**config.mk**
```make
export PLATFORM = sky130hd
export DESIGN_NAME = uart_top
export DESIGN_NICKNAME = d
export VERILOG_FILES = /design/src/uart_pkg.sv /design/src/wb_pkg.sv /design/src/uart_baud_gen.sv /design/src/uart_rx.sv /design/src/uart_top.sv /design/src/uart_tx.sv /design/src/uart_wb_regs.sv
export SDC_FILE = /design/constraint.sdc
export NUM_CORES = 1
export LEC_CHECK = 0
export BUFFER_PORTS_ARGS = -buffer_cell sky130_fd_sc_hd__clkbuf_2
export CAP_MARGIN = 10
export CORE_AREA = 2 2 101 103
export DETAILED_ROUTE_END_ITERATION = 10
export DIE_AREA = 0 0 103 105
export GPL_TIMING_DRIVEN = 0
export PLACE_DENSITY = 0.58
export SETUP_SLACK_MARGIN = 0.3
export SKIP_LAST_GASP = 1
export SYNTH_ARGS = -nofsm -noshare
export SYNTH_HDL_FRONTEND = slang
export SYNTH_SLANG_ARGS = --single-unit
```
**constraint.sdc**
```tcl
create_clock -name clk -period 2.4 [get_ports clk]
set_input_delay 0.48 -clock clk [delete_from_list [all_inputs] [get_ports clk]]
set_output_delay 0.48 -clock clk [all_outputs]
set_load 0.005 [all_outputs]
```
**src/uart_pkg.sv**
```systemverilog
// uart serial-side package: byte and divider types, rx event bundle, fsm states
package uart_pkg;

    // ----------------------------------------
    // frame format
    // ----------------------------------------
    localparam int UART_DATA_BITS = 8;          // data bits per frame, lsb first

    typedef logic [7:0] uart_byte_t;            // one byte on the serial link
    typedef logic [7:0] uart_div_t;             // prescaler / oversample counters

    // receiver to register block, ten bits
    typedef struct packed {
        logic       done;                       // one-cycle strobe at stop sample
        logic       error;                      // stop bit sampled low
        uart_byte_t data;                       // received byte
    } uart_rx_evt_t;

    // ----------------------------------------
    // state machines
    // ----------------------------------------
    typedef enum logic [1:0] {
        RX_IDLE,                                // hunting for falling edge
        RX_START,                               // waiting for mid start bit
        RX_DATA,                                // shifting data bits
        RX_STOP                                 // waiting for mid stop bit
    } rx_state_t;

    typedef enum logic [1:0] {
        TX_IDLE,                                // line high, may hold a pending byte
        TX_START,                               // driving start bit
        TX_DATA,                                // driving data bits
        TX_STOP                                 // driving stop bit
    } tx_state_t;

endpackage

```
**src/wb_pkg.sv**
```systemverilog
// wishbone classic slave package: bus bundles, register map, status bit layout
package wb_pkg;

    typedef logic [0:0] wb_addr_t;              // two registers only
    typedef logic [7:0] wb_data_t;              // byte-wide data bus

    // master to slave
    typedef struct packed {
        logic     cyc;                          // bus cycle in progress
        logic     stb;                          // strobe, request valid
        logic     we;                           // write enable
        wb_addr_t adr;                          // register select
        wb_data_t dat;                          // write data
    } wb_req_t;

    // slave to master
    typedef struct packed {
        logic     ack;                          // single-cycle acknowledge
        wb_data_t dat;                          // read data, valid with ack
    } wb_rsp_t;

    // ----------------------------------------
    // register map
    // ----------------------------------------
    localparam wb_addr_t REG_DATA   = 1'b0;     // rx holding / tx data
    localparam wb_addr_t REG_STATUS = 1'b1;     // flags, read clears sticky bits

    // status byte bit positions
    localparam int STAT_TX_BUSY    = 0;         // frame being sent
    localparam int STAT_RX_VALID   = 1;         // unread byte in holding reg
    localparam int STAT_RX_ERROR   = 2;         // framing error, sticky
    localparam int STAT_RX_OVERRUN = 3;         // byte lost, sticky

endpackage
```
**src/uart_baud_gen.sv**
```systemverilog
// uart prescaler producing a one-clock oversample tick every CLK_DIV clocks
`timescale 1ns/100ps

module uart_baud_gen
    import uart_pkg::*;
#(
    parameter uart_div_t CLK_DIV = 8'd2         // clocks per oversample tick
) (
    input  logic clk,
    input  logic rst_n,
    output logic tick                           // one-clock pulse
);

    localparam uart_div_t RELOAD = CLK_DIV - 8'd1;

    uart_div_t cnt_q;                           // down-counter

    // free-running from reset, tick on each reload
    always_ff @(posedge clk or negedge rst_n) begin
        if (!rst_n) begin
            cnt_q <= RELOAD;
            tick  <= 1'b0;
        end else begin
            if (cnt_q == '0) begin
                cnt_q <= RELOAD;                // wrap
                tick  <= 1'b1;
            end else begin
                cnt_q <= cnt_q - 8'd1;
                tick  <= 1'b0;
            end
        end
    end

endmodule

```
**src/uart_rx.sv**
```systemverilog
// uart receiver: two-flop synchroniser, mid-bit sampling fsm, stop bit check
`timescale 1ns/100ps

module uart_rx
    import uart_pkg::*;
#(
    parameter uart_div_t OVERSAMPLE = 8'd8      // ticks per bit
) (
    input  logic         clk,
    input  logic         rst_n,
    input  logic         tick,                  // oversample enable
    input  logic         uart_rx,               // async serial input
    output uart_rx_evt_t rx_evt
);

    localparam uart_div_t HALF_BIT = (OVERSAMPLE >> 1) - 8'd1;  // to mid start bit
    localparam uart_div_t FULL_BIT = OVERSAMPLE - 8'd1;         // mid to mid
    localparam logic [2:0] LAST_BIT = 3'(UART_DATA_BITS - 1);

    // ----------------------------------------
    // input synchroniser
    // ----------------------------------------
    logic rx_meta_q;
    logic rx_sync_q;

    always_ff @(posedge clk or negedge rst_n) begin
        if (!rst_n) begin
            rx_meta_q <= 1'b1;                  // line idles high
            rx_sync_q <= 1'b1;
        end else begin
            rx_meta_q <= uart_rx;
            rx_sync_q <= rx_meta_q;
        end
    end

    // ----------------------------------------
    // receive fsm
    // ----------------------------------------
    rx_state_t  state_q;
    uart_div_t  tick_cnt_q;                     // ticks left to next sample
    logic [2:0] bit_cnt_q;                      // data bit index
    uart_byte_t shift_q;                        // lsb arrives first
    logic       done_q;
    logic       err_q;

    always_ff @(posedge clk or negedge rst_n) begin
        if (!rst_n) begin
            state_q    <= RX_IDLE;
            tick_cnt_q <= '0;
            bit_cnt_q  <= '0;
            done_q     <= 1'b0;
            err_q      <= 1'b0;
        end else begin
            done_q <= 1'b0;                     // strobe
            if (tick) begin
                if (state_q == RX_IDLE) begin
                    if (!rx_sync_q) begin       // falling edge seen
                        state_q    <= RX_START;
                        tick_cnt_q <= HALF_BIT;
                    end
                end else if (tick_cnt_q != '0) begin
                    tick_cnt_q <= tick_cnt_q - 8'd1;
                end else begin
                    tick_cnt_q <= FULL_BIT;     // sample point
                    case (state_q)
                        RX_START: begin
                            bit_cnt_q <= '0;
                            state_q   <= rx_sync_q ? RX_IDLE : RX_DATA;  // high means glitch
                        end
                        RX_DATA: begin
                            bit_cnt_q <= bit_cnt_q + 3'd1;
                            if (bit_cnt_q == LAST_BIT)
                                state_q <= RX_STOP;
                        end
                        RX_STOP: begin
                            done_q  <= 1'b1;
                            err_q   <= !rx_sync_q;  // framing error
                            state_q <= RX_IDLE;
                        end
                        default: state_q <= RX_IDLE;
                    endcase
                end
            end
        end
    end

    // data shifter, payload only
    always_ff @(posedge clk) begin
        if (tick && state_q == RX_DATA && tick_cnt_q == '0)
            shift_q <= {rx_sync_q, shift_q[7:1]};
    end

    assign rx_evt = '{done: done_q, error: err_q, data: shift_q};

endmodule

```
**src/uart_top.sv**
```systemverilog
// uart top level: prescaler, receiver, transmitter and wishbone register block
`timescale 1ns/100ps

module uart_top
    import uart_pkg::*;
    import wb_pkg::*;
#(
    parameter uart_div_t CLK_DIV    = 8'd27,    // 50 MHz / 27 / 16 ~ 115.2 kbaud
    parameter uart_div_t OVERSAMPLE = 8'd16     // ticks per bit
) (
    input  logic    clk,
    input  logic    rst_n,
    input  wb_req_t wb_req,
    output wb_rsp_t wb_rsp,
    input  logic    uart_rx,                    // serial in
    output logic    uart_tx                     // serial out, idle high
);

    logic         tick;
    uart_rx_evt_t rx_evt;
    logic         tx_start;
    uart_byte_t   tx_byte;
    logic         tx_busy;

    uart_baud_gen #(.CLK_DIV(CLK_DIV)) baud_i (
        .clk   (clk),
        .rst_n (rst_n),
        .tick  (tick)
    );

    uart_rx #(.OVERSAMPLE(OVERSAMPLE)) rx_i (
        .clk     (clk),
        .rst_n   (rst_n),
        .tick    (tick),
        .uart_rx (uart_rx),
        .rx_evt  (rx_evt)
    );

    uart_tx #(.OVERSAMPLE(OVERSAMPLE)) tx_i (
        .clk      (clk),
        .rst_n    (rst_n),
        .tick     (tick),
        .tx_start (tx_start),
        .tx_byte  (tx_byte),
        .tx_busy  (tx_busy),
        .uart_tx  (uart_tx)
    );

    uart_wb_regs regs_i (
        .clk      (clk),
        .rst_n    (rst_n),
        .wb_req   (wb_req),
        .wb_rsp   (wb_rsp),
        .rx_evt   (rx_evt),
        .tx_busy  (tx_busy),
        .tx_start (tx_start),
        .tx_byte  (tx_byte)
    );

endmodule

```
**src/uart_tx.sv**
```systemverilog
// uart transmitter: start bit, eight data bits lsb first, stop bit, registered line
`timescale 1ns/100ps

module uart_tx
    import uart_pkg::*;
#(
    parameter uart_div_t OVERSAMPLE = 8'd8      // ticks per bit
) (
    input  logic       clk,
    input  logic       rst_n,
    input  logic       tick,                    // oversample enable
    input  logic       tx_start,                // one-cycle load strobe
    input  uart_byte_t tx_byte,
    output logic       tx_busy,
    output logic       uart_tx                  // high when idle
);

    localparam uart_div_t FULL_BIT = OVERSAMPLE - 8'd1;
    localparam logic [2:0] LAST_BIT = 3'(UART_DATA_BITS - 1);

    tx_state_t  state_q;
    uart_div_t  tick_cnt_q;                     // ticks left in current bit
    logic [2:0] bit_cnt_q;
    uart_byte_t shift_q;                        // next data bit at [0]

    // ----------------------------------------
    // transmit fsm
    // ----------------------------------------
    always_ff @(posedge clk or negedge rst_n) begin
        if (!rst_n) begin
            state_q    <= TX_IDLE;
            tick_cnt_q <= '0;
            bit_cnt_q  <= '0;
            tx_busy    <= 1'b0;
            uart_tx    <= 1'b1;
        end else begin
            if (state_q == TX_IDLE) begin
                if (tx_start && !tx_busy)
                    tx_busy <= 1'b1;            // byte pending
                else if (tick && tx_busy) begin
                    uart_tx    <= 1'b0;         // start bit on next tick
                    tick_cnt_q <= FULL_BIT;
                    state_q    <= TX_START;
                end
            end else if (tick) begin
                if (tick_cnt_q != '0) begin
                    tick_cnt_q <= tick_cnt_q - 8'd1;
                end else begin
                    tick_cnt_q <= FULL_BIT;     // bit boundary
                    case (state_q)
                        TX_START: begin
                            uart_tx   <= shift_q[0];
                            bit_cnt_q <= '0;
                            state_q   <= TX_DATA;
                        end
                        TX_DATA: begin
                            bit_cnt_q <= bit_cnt_q + 3'd1;
                            if (bit_cnt_q == LAST_BIT) begin
                                uart_tx <= 1'b1;    // stop bit
                                state_q <= TX_STOP;
                            end else begin
                                uart_tx <= shift_q[0];
                            end
                        end
                        default: begin          // end of stop bit
                            tx_busy <= 1'b0;
                            state_q <= TX_IDLE;
                        end
                    endcase
                end
            end
        end
    end

    // byte latch and shifter, payload only
    always_ff @(posedge clk) begin
        if (state_q == TX_IDLE && tx_start && !tx_busy)
            shift_q <= tx_byte;
        else if (tick && tick_cnt_q == '0 && (state_q == TX_START || state_q == TX_DATA))
            shift_q <= {1'b0, shift_q[7:1]};    // consume one bit
    end

endmodule

```
**src/uart_wb_regs.sv**
```systemverilog
// uart register block: wishbone classic slave, rx holding register, sticky status flags
`timescale 1ns/100ps

module uart_wb_regs
    import uart_pkg::*;
    import wb_pkg::*;
(
    input  logic         clk,
    input  logic         rst_n,
    input  wb_req_t      wb_req,
    output wb_rsp_t      wb_rsp,
    input  uart_rx_evt_t rx_evt,
    input  logic         tx_busy,
    output logic         tx_start,              // one-cycle, same cycle as ack
    output uart_byte_t   tx_byte
);

    logic       ack_q;
    wb_data_t   rd_dat_q;
    uart_byte_t rx_hold_q;                      // one-byte holding register
    logic       rx_valid_q;
    logic       rx_error_q;
    logic       rx_overrun_q;
    wb_data_t   status;

    logic req;
    logic rd_data;
    logic rd_stat;
    logic wr_data;
    logic acc_ok;

    // ----------------------------------------
    // bus decode
    // ----------------------------------------
    assign req     = wb_req.cyc && wb_req.stb && !ack_q;   // ack cycle is not a new request
    assign rd_data = req && !wb_req.we && wb_req.adr == REG_DATA;
    assign rd_stat = req && !wb_req.we && wb_req.adr == REG_STATUS;
    assign wr_data = req && wb_req.we && wb_req.adr == REG_DATA;
    assign acc_ok  = req && !(wr_data && tx_busy);  // hold off tx writes while busy

    always_comb begin
        status                  = '0;
        status[STAT_TX_BUSY]    = tx_busy;
        status[STAT_RX_VALID]   = rx_valid_q;
        status[STAT_RX_ERROR]   = rx_error_q;
        status[STAT_RX_OVERRUN] = rx_overrun_q;
    end

    // ----------------------------------------
    // ack, tx strobe, sticky flags
    // ----------------------------------------
    always_ff @(posedge clk or negedge rst_n) begin
        if (!rst_n) begin
            ack_q        <= 1'b0;
            tx_start     <= 1'b0;
            rx_valid_q   <= 1'b0;
            rx_error_q   <= 1'b0;
            rx_overrun_q <= 1'b0;
        end else begin
            ack_q    <= acc_ok;
            tx_start <= acc_ok && wr_data;
            if (rd_data)
                rx_valid_q <= 1'b0;             // byte taken
            if (rd_stat) begin
                rx_error_q   <= 1'b0;           // cleared after being returned
                rx_overrun_q <= 1'b0;
            end
            if (rx_evt.done) begin              // new event wins over clears
                if (rx_evt.error)
                    rx_error_q <= 1'b1;
                else begin
                    rx_valid_q <= 1'b1;
                    if (rx_valid_q && !rd_data)
                        rx_overrun_q <= 1'b1;   // previous byte lost
                end
            end
        end
    end

    // payload registers
    always_ff @(posedge clk) begin
        if (acc_ok)
            rd_dat_q <= (wb_req.adr == REG_STATUS) ? status : rx_hold_q;
        if (acc_ok && wr_data)
            tx_byte <= wb_req.dat;
        if (rx_evt.done && !rx_evt.error)
            rx_hold_q <= rx_evt.data;           // overwrite on overrun
    end

    assign wb_rsp = '{ack: ack_q, dat: rd_dat_q};

endmodule

```
==> results.yml <==
die:
  fp-row-count: 36
  die_h_um: 105
  start_util_pct: 39.8
  die-area_um2: 10800
  core_region_area_um2: 9640
  fp.dieW_um: 103
  pin_count: 25
timing:
  setup_viol: 0
  period_share_pct: 82.0
  final.min_clock_period_ns: 1.97
  fin_worst_skew_ns: 0.0118
  tns_ns: 0
  rsz0062_at_grt: "false"
  slew_headroom_pct: 29.0
  fin_ws_ns: 0.431
  hold_ws_ns: 0.0324
  hold_viol: 0
  max_slew.worst_pin.slew_ns: 1.06
  final-max-slew-violation-count: 0
  clock.fmax_mhz: 508
clocking:
  clk_pin_slew_ns: 0.10
  cts_root_buf: "clkbuf_8"
  htree_levels: 3
  cts_max_path_buffers: 2
  numCtsBuffers: 9
  cts_tree: "yes"
  ctsHoldBuffers: 0
  clk_latency_ns: 0.36
  cts.sinks: 86
  post_cts_buffers: 0
worst_setup_path:
  critPathLaunchType: "flip-flop"
  slowest_stage: "dfrtp_1"
  slowest_delay_ns: 0.43
  crit_family: "simple AND/OR/NAND/NOR gates"
  cp.arrival_ns: 2.08
  critical_path_class: "flip-flop to flip-flop"
  endpoint_kind: "flip-flop"
  cp_num_buf_inv: 2
  crit_chain: "inv_1 > ha_1 > buf_2 > nor2b_4 > nand2_2 > mux2_2"
  critical_path.max_fanout: 10
  cp.required_ns: 2.51
detailed_routing:
  drtIter0Drc: 82
  vias_per_cell: 4.91
  drc: 0
  totalWireLength_um: 6630
  vias: 2350
  wire_per_inst_um: 13.8
  drtPass1Iterations: 4
  ant_nets: 0
power:
  power_density_nw_per_um2: 708
  power_leakage_uw: 0.00183
  ir_drop_mv: 0.291
  power_uw: 3100
synth:
  yosysWarnings: 0
  yosysTopAreaCell: "edfxtp_1"
  synth_top_flop_cell: "edfxtp_1"
  synth_seq_area_share_pct: 61.5
  synth_top_cell_area_share_pct: 31.3
  synth_top_family_by_area: "simple AND/OR/NAND/NOR gates"
  synthesis.nets: 337
  synthCells: 305
  synth_edf_count: 40
  synth-seq-cells: 86
  ys_types: 47
  synth-simple-area-share_pct: 14.8
  yosys.area_share.adder_pct: 5.55
  synthArstFlopShare_pct: 53.5
  avgSynthCellArea_um2: 12.6
  yosys-top-cells-area: "edfxtp_1 (31%), dfrtp_1 (26%), ha_1 (5.5%)"
  synthXorXnorAreaFrac_pct: 2.28
  synthTopCellsByCount: "dfrtp_1 (40), edfxtp_1 (40), nand2_1 (26), nor2_1 (26), inv_1 (19)"
  synth_compound_gate_area_share_pct: 7.41
  netlist_area_um2: 3830
  synthMuxAreaShare_pct: 5.55
layout:
  diodes: 0
  nets: 373
  final_area_um2: 4380
  final_layout_size_suffix_gt1_share_pct: 21.4
  area_growth_pct: 14.1
place:
  place_area_um2: 4130
  port_buffers: 24
  pre_cts_ws_ns: -0.293
  hpwlAfterDp_um: 4500
  gp_congestion: 0.763
grt:
  antenna_found_initial: 0
  overflow: 0
  grt_max_degree: 47
  grt.total_usage_pct: 13.2
  grt_pass1_wl_um: 11000
  grt_pass1_vias: 2376
status:
  status: "finished clean"
worst_hold_path:
  hp-class: "primary input to async pin"
job:
  drv_cap: 0
-- cell type report --
cell class / instances / area (um^2)
clock buffer: 9 / 124
tap: 133 / 166
sequential: 86 / 2360
buffer: 7 / 40.0
inverter: 19 / 71.3
clock inverter: 7 / 81.3
multi-input combinational: 193 / 1390
fill: 910 / 5260
timing repair buffer: 25 / 140
-- cells in the final DEF, fill, tap and decap left out, drive strengths merged, types with 7 or more instances in the layout --
| master | n |
|---|---|
| nand3 | 7 |
| ha | 17 |
| mux2 | 15 |
| nor2b | 10 |
| inv | 22 |
| o21ai | 12 |
| dfrtp | 40 |
| clkbuf | 36 |
| nor2 | 26 |
| edfxtp | 40 |
| nand2 | 26 |
-- stage by stage --
| stage | cells | util [%] |
|---|---|---|
| final | 479 | 45.4 |
| after global routing | 479 | 45.4 |
| after CTS | 478 | 45.2 |
| after detailed placement | 462 | 42.8 |
| after global placement | 462 | 42.8 |
| after floorplan | 305 | - |
-- where the power goes --
group | internal, uW | switching [uW]
Clock | 496 | 557
Combinational | 144 | 193
Sequential | 1620 | 88.2
-- final timing paths --
kind | start | end | slack, ns | depth (start not counted)
max | tx_i.state_q[0] | tx_i.shift_q[1] | 0.43 | 6
min | rst_n | rx_i.tick_cnt_q[0] | 0.03 | 1
max reg2reg | tx_i.state_q[0] | tx_i.shift_q[1] | 0.43 | 6
min reg2reg | rx_i.rx_meta_q | rx_i.rx_sync_q | 0.36 | 0
max in group asynchronous | rst_n | tx_i.uart_tx | 1.77 | 2
min in group clk | uart_rx | rx_i.rx_meta_q | 0.20 | 1
-- repair_timing --
item / CTS / global route
endpoints found under the setup margin: 15 / 8
cloned: 0 / 0
gates resized for setup: 6 / 1
-- per-layer routing --
metal  GRT usage, %  up-vias  wire length, um  part of all wire (%)
li1               -     1168                -                     -
met1           17.1     1133             3140                    47
met2           20.4       43             3170                    48
met3           3.41        6              235                   3.5
met4           6.39        0               91                   1.4
met5              0        -                0                     0
-- cells by family (layout without fill, tap and decap cells) --
group	count (synthesis)	after routing
adders and majority gates	17	17
buffers and inverters	26	67
muxes	19	19
and+or+nand+nor	105	105
AOI/OAI and AO/OA	42	42
DFF	86	86
xor gates and xnor gates	10	10
-- sequential cells by signal, summed over array words and instances (netlist names) --
register / flops
rx_i.rx_meta_q: 1
baud_i.cnt_q: 8
rx_i.shift_q: 8
regs_i.rx_overrun_q: 1
regs_i.rx_error_q: 1
tx_i.bit_cnt_q: 3
rx_i.err_q: 1
regs_i.rx_hold_q: 8
tx_i.state_q: 2
regs_i.ack_q: 1
rx_i.tick_cnt_q: 8
regs_i.rx_valid_q: 1
tx_i.tick_cnt_q: 8
tx_i.shift_q: 8
tx_i.uart_tx: 1
rx_i.state_q: 2
rx_i.done_q: 1
regs_i.tx_start: 1
rx_i.bit_cnt_q: 3
tx_i.tx_busy: 1
regs_i.tx_byte: 8
regs_i.rd_dat_q: 8
baud_i.tick: 1
rx_i.rx_sync_q: 1
(Power assumes the default switching activity.)
